===== src/ccStream_params.svh =====
`ifndef CC_STREAM_PARAMS_SVH
`define CC_STREAM_PARAMS_SVH

// Graph size and result widths
`define CC_NODES   8
`define CC_COUNT_W 4
`define CC_TAG_W   8

// Register byte addresses on the Wishbone port
`define CC_ADDR_CTRL  4'h0
`define CC_ADDR_TOTAL 4'h4
`define CC_ADDR_CONN  4'h8

`endif


===== src/ccBusPkg.sv =====
`include "ccStream_params.svh"

package ccBusPkg;

    // Wishbone classic master to slave
    typedef struct packed {
        logic        cyc;
        logic        stb;
        logic        we;
        logic [3:0]  adr;
        logic [31:0] dat;
    } wbReq_t;

    typedef struct packed {
        logic        ack;
        logic [31:0] dat;
    } wbRsp_t;

    // Applied by the prep stage
    typedef struct packed {
        logic                 enable;
        logic [`CC_NODES-1:0] nodeMask;
    } ccConfig_t;

endpackage


===== src/ccStreamPkg.sv =====
`include "ccStream_params.svh"

package ccStreamPkg;

    // Row i, bit j set means an edge from node i to node j
    typedef struct packed {
        logic                                    valid;
        logic [`CC_TAG_W-1:0]                    tag;
        logic [`CC_NODES-1:0][`CC_NODES-1:0]     adj;
    } graphIn_t;

    // Reachability matrix in flight with the same row/column convention
    typedef struct packed {
        logic                                    valid;
        logic [`CC_TAG_W-1:0]                    tag;
        logic [`CC_NODES-1:0][`CC_NODES-1:0]     reach;
    } stageData_t;

    typedef struct packed {
        logic                                    valid;
        logic [`CC_TAG_W-1:0]                    tag;
        logic [`CC_COUNT_W-1:0]                  count;
        logic                                    connected;
    } ccResult_t;

endpackage


===== src/ccRegs.sv =====
`timescale 1ns/100ps
`include "ccStream_params.svh"

module ccRegs (
    input  logic                   clk,
    input  logic                   arstN,
    input  ccBusPkg::wbReq_t       wbReq,
    output ccBusPkg::wbRsp_t       wbRsp,
    input  ccStreamPkg::ccResult_t result,
    output ccBusPkg::ccConfig_t    cfg
);

    logic        access;
    logic        writeCtrl;
    logic        writeTotal;
    logic        writeConn;
    logic [31:0] readMux;
    logic [31:0] totalCount;
    logic [31:0] connCount;
    logic        ackQ;
    logic [31:0] rdDataQ;

    // New request seen and not yet acked
    assign access     = wbReq.cyc & wbReq.stb & ~ackQ;
    assign writeCtrl  = access & wbReq.we & (wbReq.adr == `CC_ADDR_CTRL);
    assign writeTotal = access & wbReq.we & (wbReq.adr == `CC_ADDR_TOTAL);
    assign writeConn  = access & wbReq.we & (wbReq.adr == `CC_ADDR_CONN);

    always_comb begin
        case (wbReq.adr)
            `CC_ADDR_CTRL:  readMux = {16'h0, cfg.nodeMask, 7'h0, cfg.enable};
            `CC_ADDR_TOTAL: readMux = totalCount;
            `CC_ADDR_CONN:  readMux = connCount;
            default:        readMux = 32'h0;
        endcase
    end

    // Single-cycle ack followed by at least one low cycle
    always_ff @(posedge clk or negedge arstN) begin
        if (!arstN) begin
            ackQ    <= 1'b0;
            rdDataQ <= 32'h0;
        end else begin
            ackQ <= access;
            if (access) begin
                rdDataQ <= readMux;
            end
        end
    end

    assign wbRsp = '{ack: ackQ, dat: rdDataQ};

    always_ff @(posedge clk or negedge arstN) begin
        if (!arstN) begin
            cfg.enable   <= 1'b1;
            cfg.nodeMask <= '1;
        end else if (writeCtrl) begin
            cfg.enable   <= wbReq.dat[0];
            cfg.nodeMask <= wbReq.dat[15:8];
        end
    end

    // Any write clears and wins over a result in the same cycle
    always_ff @(posedge clk or negedge arstN) begin
        if (!arstN) begin
            totalCount <= 32'h0;
        end else if (writeTotal) begin
            totalCount <= 32'h0;
        end else if (result.valid) begin
            totalCount <= totalCount + 32'h1;
        end
    end

    always_ff @(posedge clk or negedge arstN) begin
        if (!arstN) begin
            connCount <= 32'h0;
        end else if (writeConn) begin
            connCount <= 32'h0;
        end else if (result.valid && result.connected) begin
            connCount <= connCount + 32'h1;
        end
    end

endmodule


===== src/ccStreamCore.sv =====
`timescale 1ns/100ps

module ccStreamCore (
    input  logic                   clk,
    input  logic                   arstN,
    input  ccStreamPkg::graphIn_t  graphIn,
    output ccStreamPkg::ccResult_t result,
    input  ccBusPkg::wbReq_t       wbReq,
    output ccBusPkg::wbRsp_t       wbRsp
);

    ccBusPkg::ccConfig_t     cfg;
    // Entry 0 from prep, entry 3 into the counter
    ccStreamPkg::stageData_t stageChain [0:3];

    ccRegs regs (
        .clk    (clk),
        .arstN  (arstN),
        .wbReq  (wbReq),
        .wbRsp  (wbRsp),
        .result (result),
        .cfg    (cfg)
    );

    graphPrep prep (
        .clk      (clk),
        .arstN    (arstN),
        .cfg      (cfg),
        .graphIn  (graphIn),
        .stageOut (stageChain[0])
    );

    // Three squarings cover paths up to 8 hops
    for (genvar g = 0; g < 3; g++) begin : genClosure
        closureStage closure (
            .clk      (clk),
            .arstN    (arstN),
            .stageIn  (stageChain[g]),
            .stageOut (stageChain[g+1])
        );
    end

    componentCounter counter (
        .clk     (clk),
        .arstN   (arstN),
        .stageIn (stageChain[3]),
        .result  (result)
    );

endmodule


===== src/closureStage.sv =====
`timescale 1ns/100ps
`include "ccStream_params.svh"

module closureStage (
    input  logic                    clk,
    input  logic                    arstN,
    input  ccStreamPkg::stageData_t stageIn,
    output ccStreamPkg::stageData_t stageOut
);

    logic [`CC_NODES-1:0][`CC_NODES-1:0] squared;
    logic                                validQ;
    logic [`CC_TAG_W-1:0]                tagQ;
    logic [`CC_NODES-1:0][`CC_NODES-1:0] reachQ;

    // i reaches j when some k has i->k and k->j
    always_comb begin
        squared = '0;
        for (int i = 0; i < `CC_NODES; i++) begin
            for (int j = 0; j < `CC_NODES; j++) begin
                for (int k = 0; k < `CC_NODES; k++) begin
                    squared[i][j] = squared[i][j] | (stageIn.reach[i][k] & stageIn.reach[k][j]);
                end
            end
        end
    end

    always_ff @(posedge clk or negedge arstN) begin
        if (!arstN) begin
            validQ <= 1'b0;
        end else begin
            validQ <= stageIn.valid;
        end
    end

    always_ff @(posedge clk) begin
        tagQ   <= stageIn.tag;
        reachQ <= squared;
    end

    assign stageOut = '{valid: validQ, tag: tagQ, reach: reachQ};

endmodule


===== src/componentCounter.sv =====
`timescale 1ns/100ps
`include "ccStream_params.svh"

module componentCounter (
    input  logic                    clk,
    input  logic                    arstN,
    input  ccStreamPkg::stageData_t stageIn,
    output ccStreamPkg::ccResult_t  result
);

    logic [`CC_NODES-1:0]   leader;
    logic [`CC_NODES-1:0]   lowerNodes;
    logic [`CC_COUNT_W-1:0] leaderCount;
    logic                   validQ;
    logic [`CC_TAG_W-1:0]   tagQ;
    logic [`CC_COUNT_W-1:0] countQ;
    logic                   connectedQ;

    // Lowest-numbered enabled node of each component is its leader
    always_comb begin
        leader = '0;
        for (int i = 0; i < `CC_NODES; i++) begin
            lowerNodes = '0;
            for (int k = 0; k < i; k++) begin
                lowerNodes[k] = 1'b1;
            end
            leader[i] = stageIn.reach[i][i] & ~|(stageIn.reach[i] & lowerNodes);
        end
    end

    always_comb begin
        leaderCount = '0;
        for (int i = 0; i < `CC_NODES; i++) begin
            leaderCount = leaderCount + {{(`CC_COUNT_W-1){1'b0}}, leader[i]};
        end
    end

    always_ff @(posedge clk or negedge arstN) begin
        if (!arstN) begin
            validQ <= 1'b0;
        end else begin
            validQ <= stageIn.valid;
        end
    end

    always_ff @(posedge clk) begin
        tagQ       <= stageIn.tag;
        countQ     <= leaderCount;
        connectedQ <= (leaderCount == {{(`CC_COUNT_W-1){1'b0}}, 1'b1});
    end

    assign result = '{valid: validQ, tag: tagQ, count: countQ, connected: connectedQ};

endmodule


===== src/graphPrep.sv =====
`timescale 1ns/100ps
`include "ccStream_params.svh"

module graphPrep (
    input  logic                   clk,
    input  logic                   arstN,
    input  ccBusPkg::ccConfig_t    cfg,
    input  ccStreamPkg::graphIn_t  graphIn,
    output ccStreamPkg::stageData_t stageOut
);

    logic [`CC_NODES-1:0][`CC_NODES-1:0] masked;
    logic [`CC_NODES-1:0][`CC_NODES-1:0] symAdj;
    logic                                validQ;
    logic [`CC_TAG_W-1:0]                tagQ;
    logic [`CC_NODES-1:0][`CC_NODES-1:0] reachQ;

    always_comb begin
        // Masked-off node loses its whole row and column
        for (int i = 0; i < `CC_NODES; i++) begin
            for (int j = 0; j < `CC_NODES; j++) begin
                masked[i][j] = graphIn.adj[i][j] & cfg.nodeMask[i] & cfg.nodeMask[j];
            end
        end
        // Symmetrize and give every enabled node a self-loop
        for (int i = 0; i < `CC_NODES; i++) begin
            for (int j = 0; j < `CC_NODES; j++) begin
                symAdj[i][j] = masked[i][j] | masked[j][i] | ((i == j) & cfg.nodeMask[i]);
            end
        end
    end

    always_ff @(posedge clk or negedge arstN) begin
        if (!arstN) begin
            validQ <= 1'b0;
        end else begin
            validQ <= graphIn.valid & cfg.enable;
        end
    end

    always_ff @(posedge clk) begin
        tagQ   <= graphIn.tag;
        reachQ <= symAdj;
    end

    assign stageOut = '{valid: validQ, tag: tagQ, reach: reachQ};

endmodule


===== config.mk =====
export PLATFORM = sky130hd
export DESIGN_NAME = ccStreamCore
export DESIGN_NICKNAME = d
export VERILOG_FILES = /design/src/ccBusPkg.sv /design/src/ccStreamPkg.sv /design/src/ccRegs.sv /design/src/ccStreamCore.sv /design/src/closureStage.sv /design/src/componentCounter.sv /design/src/graphPrep.sv
export VERILOG_INCLUDE_DIRS = /design/src /design/src/src
export SDC_FILE = /design/constraint.sdc
export NUM_CORES = 1
export LEC_CHECK = 0
export BUFFER_PORTS_ARGS = -buffer_cell sky130_fd_sc_hd__buf_2
export CORE_AREA = 2 2 161 163
export DETAILED_ROUTE_END_ITERATION = 8
export DIE_AREA = 0 0 163 165
export PLACE_DENSITY = 0.75
export SYNTH_ARGS = -nofsm -noshare
export SYNTH_HDL_FRONTEND = slang
export SYNTH_SLANG_ARGS = --single-unit

===== constraint.sdc =====
create_clock -name clk -period 3.4 [get_ports clk]
set_clock_uncertainty 0.1 [all_clocks]
set_input_delay 0.17 -clock clk [delete_from_list [all_inputs] [get_ports clk]]
set_output_delay 0.17 -clock clk [all_outputs]
set_load 0.005 [all_outputs]

; After elaboration in Yosys (flattened, before gate mapping)
; Index checks and enable logic that the tools add are counted.
; W data, S select, Z words.
[word_totals]
ff_bits = 384
[classes]
reduce_logical = 17
n_eq_ne = 3
addsub = 9
bitwise = 2531
muxes = 5
[ops]
columns = operator, count
row1 = $and A1 B1 Y1, 1346
row2 = $or A1 B1 Y1, 1184
row3 = $mux W32, 4
row4 = $pmux W32 S3, 1
row5 = $add A32 B1 Y32 const B, 2
row6 = $add A4 B1 Y4, 5
row7 = $logic_not A1 Y1, 7
row8 = $reduce_or A7 Y1, 1
row9 = $reduce_or A6 Y1, 1
row10 = $reduce_or A5 Y1, 1
row11 = $eq A4 B1 Y1 const B, 1
row12 = $eq A4 B3 Y1 const B, 1
row13 = $eq A4 B4 Y1 const B, 1
row14 = $logic_not A4 Y1, 1
row15 = $reduce_bool A2 Y1, 2
row16 = $reduce_or A4 Y1, 1
row17 = $add A2 B1 Y3, 1
row18 = $reduce_or A3 Y1, 1
row19 = $add A1 B1 Y2, 1
row20 = $reduce_or A2 Y1, 1
row21 = $logic_and A1 B1 Y1, 1
row22 = $not A1 Y1, 1

; Depth between registers and ports, before layout
[logic_depth]
ltp_word = 10
depth_mapped = 11
depth_no_buf = 11

; Cells and area by module
; From an unflattened synthesis, not the netlist that was laid out.
[hier_totals]
hier_cells = 2059
hier_area_um2 = 19845.3
[by_module_without_submodules]
columns = mod, instances, cells_per_inst, seq_area_each_um2, area_each_um2
row1 = closureStage, 3, 458, 1466.4, 4226.6
row2 = ccRegs, 1, 517, 2663.8, 5096.1
row3 = graphPrep, 1, 119, 905.9, 1500.2
row4 = componentCounter, 1, 49, 285.3, 569.3

; Least setup slack after synthesis
; OpenSTA, ideal clock, no wires.
[synth_path]
path_type = register -> register
from = reg genClosure[2].closure.reachQ, in the netlist genClosure[2].closure.stageOut[44]
to = reg counter.connectedQ
period_less_slack_ns = 3.140
setup_time_ns = 0.078
stages_incl_launch_ff = 10
setup_slack_ns = 0.260
required_ns = 3.222
arrival_time_ns = 2.962
cell_sequence = dfxtp_1 or4b_2 nor3_1 fa_1 fa_1 ha_1 inv_1 fa_1 xnor2_1 nor3_1
[synth_between]
elab_chain_cells = 7
[synth_lines]
columns = element, line_no
row1 = start: declaration, closureStage.sv:14  ; logic [`CC_NODES-1:0][`CC_NODES-1:0] reachQ;
row2 = start signal: assignment, closureStage.sv:38  ; reachQ <= squared;
row3 = $reduce_or A5 Y1, componentCounter.sv:27  ; leader[i] = stageIn.reach[i][i] & ~|(stageIn.reach[i] & lowerNodes);
row4 = $logic_not A1 Y1, componentCounter.sv:27
row5 = $and A1 B1 Y1, componentCounter.sv:27
row6 = $add A4 B1 Y4 (3 in a row), componentCounter.sv:34  ; leaderCount = leaderCount + {{(`CC_COUNT_W-1){1'b0}}, leader[i]};
row7 = via counter.leaderCount[2], componentCounter.sv:13  ; logic [`CC_COUNT_W-1:0] leaderCount;
row8 = $eq A4 B1 Y1, componentCounter.sv:49  ; connectedQ <= (leaderCount == {{(`CC_COUNT_W-1){1'b0}}, 1'b1});
row9 = end signal: assignment, componentCounter.sv:49
row10 = end: declaration, componentCounter.sv:17  ; logic connectedQ;
; The timed path passes the listed nets, and every way through them passes these cells.
; A chain may end at the register's enable or synchronous reset.

; Worst setup path after layout
; Ends and elaborated chain as after synthesis.

==> results.py <==
metrics = {
    "setup_path": {
        "cp_common_cell": "fa_1",
        "crit_path_max_fanout": 2,
        "crit_path_max_incr_delay_ps": 670,
        "r2r_start": "genClosure[2].closure.stageOut[44]$_DFF_P_",
        "cp_cell_sequence": "or4b_2, nor3_2, fa_1, fa_1, ha_1, inv_1, fa_1, xnor2_1, nor3_1",
        "cp.arrival_ps": 3640,
        "critPathCaptureType": "flip-flop",
        "cp.required_ps": 3780,
        "cp_slowest_cell": "or4b_2",
        "startpoint_type": "flip-flop",
        "crit_type": "flip-flop to flip-flop",
        "critPathLaunch": "genClosure[2].closure.stageOut[44]$_DFF_P_",
    },
    "clocking": {
        "cts_buffer_depth": 3,
        "ctsHtreeMaxLevel": 1,
        "numCtsBuffers": 30,
        "cts_tree": "built",
        "cts.sinks": 300,
        "clkTransAtPathRegs_ps": 60,
        "cts-root-buf": "clkbuf_16",
        "clk_latency_ps": 560,
    },
    "drt": {
        "drt_wl_total_um": 42100,
        "vias_per_cell": 7.02,
        "wl_met1_um": 16800,
        "highest_layer": "met4",
        "wl_per_cell_um": 22.7,
        "initialDrtViolationCount": 2275,
        "vias": 13100,
        "dr.pass1.iters": 6,
        "drc": 0,
        "route.met2.wl_um": 19300,
        "ant_nets": 0,
        "wl_met3_um": 4640,
    },
    "job": {
        "maxCapViolCount": 0,
    },
    "synth": {
        "synth_seq_cells": 300,
        "synth_top_cell_by_area": "dfxtp_1",
        "synth_area_per_cell_um2": 9.69,
        "synth.area.top_cells": "dfxtp_1 (28%), dfrtp_1 (19%), a22oi_1 (5.9%)",
        "yosys.area.top_type_share_pct": 27.9,
        "synth_most_common_cell": "dfxtp_1",
        "synth_commonest_cells": "dfxtp_1 (189), clkbuf_1 (129), o21ai_0 (108)",
        "async_flop_share_pct": 37.0,
        "ys_warn_count": 0,
        "synth_edf_count": 0,
        "syn_inst": 1399,
        "netlist_area_mm2": 0.0136,
        "yosysUniqueCellTypes": 52,
        "ys.flop_type": "dfxtp_1",
        "synth_nets": 1522,
        "yosysSeqAreaShare_pct": 48.5,
    },
    "placement": {
        "hpwl_um": 24800,
        "gp_congestion": 0.918,
        "dp_cells": 1729,
        "port_buffers": 129,
    },
    "sta": {
        "period_needed_ps": 3260,
        "rsz0062_at_grt": "false",
        "final-setup-viol-count": 0,
        "setup-tns-final_ps": 0,
        "finalHoldWorstSlack_ps": 127,
        "relSlewSlack_pct": 31.1,
        "hold_viol_final": 0,
        "drv_slew": 0,
        "worst_slew_pin_slew_ps": 1030,
        "max_freq_mhz": 307,
        "post-route-period-util_pct": 95.8,
    },
    "cells_and_area": {
        "area_growth_pct": 16.9,
        "n_antenna_cell": 0,
        "drive_gt1_share_pct": 13.7,
        "final_cells": 1859,
        "final_util_pct": 63.3,
        "finalNetCount": 1629,
    },
    "pwr": {
        "power_mw": 8.98,
        "p_leak_nw": 6.62,
        "ir_worst_vdd_mv": 0.477,
        "p_per_area_mw_per_mm2": 566,
    },
    "global_route": {
        "grt_remaining_overflow": 0,
        "antenna_found_initial": 0,
        "grt_start_max_net_pins": 60,
        "grt_use_total_pct": 30.9,
        "grt_pass1_wl_um": 67400,
        "grt_pass1_vias": 12200,
    },
    "floorplanning": {
        "dieHeight_um": 165,
        "boundaryPins": 161,
        "design.core.area_mm2": 0.0250,
        "start_util_pct": 54.2,
        "rows": 58,
        "dieArea_mm2": 0.0269,
        "die_w_um": 163,
    },
    "worst_hold_path": {
        "hp-class": "primary input to async pin",
    },
    "run_status": {
        "status": "finished, final reports clean",
    },
}
==> area by class of cell <==
cell class,instances,area (um^2)
Clock buffer,47,887
Clock inverter,8,61.3
Fill cell,1957,9180
Inverter,14,52.6
Multi-Input combinational cell,947,6400
Sequential cell,300,6570
Tap cell,330,413
Timing Repair Buffer,213,1470
==> critical path: cells and delay by family (launching register included) <==
family / cells / cell delay, ps
simple gates: 3 / 1020
xor+xnor: 1 / 160
flops: 1 / 290
buf+inv: 1 / 60
fa+ha+maj: 4 / 1570
==> path summary, 6_finish.rpt <==
kind / end / slack, ps / cells after the start
worst max-delay path: counter.connectedQ$_DFF_P_ / 140 / 9
worst min-delay path: regs.rdDataQ[8]$_DFFE_PN0P_ / 130 / 2
worst max register to register: counter.connectedQ$_DFF_P_ / 140 / 9
worst min register to register: genClosure[2].closure.tagQ[0]$_DFF_P_ / 220 / 0
max in group asynchronous: regs.cfg[1]$_DFFE_PN1P_ / 2170 / 3
min in group clk: regs.connCount[22]$_DFFE_PN0P_ / 140 / 4
==> state kept, by name, indices dropped and copies added (netlist names), 8 cells and up <==
signal,cells
counter.tagQ,8
prep.tagQ,8
regs.rdDataQ,32
genClosure.closure.stageOut,108
regs.connCount,32
genClosure.closure.tagQ,24
prep.stageOut,36
regs.cfg,9
regs.totalCount,32
==> cell families after synthesis <==
family | synth area share (%)
fa+ha+maj | 1.05
flops | 48.5
mux | 1.26
buf+inv | 4.41
compound gates | 27.3
simple gates | 16.2
xor+xnor | 1.29
==> per-stage QoR <==
step	area [um^2]	setup WS [ps]
finish	15900	141
global placement	14100	117
floorplan	13600	260
CTS	15800	34.8
global route	15900	23.4
detailed placement	14100	60.1
==> metal layers <==
layer	GRT usage, %	vias up
met5	0	-
met4	9.17	0
met3	6.10	162
met2	49.4	1020
met1	42.7	6178
li1	-	5692
==> report_power, final <==
| group | leakage (nW) | internal (mW) | switching (mW) | total [mW] |
|---|---|---|---|---|
| clock network | 0.458 | 1.80 | 1.38 | 3.18 |
| registers | 2.88 | 3.94 | 0.711 | 4.65 |
| logic | 3.28 | 0.536 | 0.617 | 1.15 |
==> what timing repair did <==
item,in CTS,in global routing
hold buffers,75,0
endpoints found under the setup margin,0,1
endpoints found under the hold margin,103,0
setup buffers,0,0
gates resized for setup,0,1
==> placed cells by master (no fill, tap or decap), types with 9 or more instances in the layout <==
cell	n
and3_1	9
clkbuf_1	12
nand3_1	106
dfxtp_1	189
or3_1	12
nand4_1	26
xor2_1	14
nand2_1	91
buf_2	128
and2_1	10
dfrtp_1	102
inv_1	14
nor4_1	59
o21ai_0	108
buf_4	10
a22o_1	84
o31ai_1	22
a22oi_1	107
a21oi_1	37
o21ai_1	18
nor2_1	22
and4_1	10
a222oi_1	9
or4_1	23
clkbuf_16	32
dfstp_2	9
a221oi_1	84
o211a_1	28
mux2_2	9
dlygate4sd3_1	75
Power figures use the tool's default switching activity.
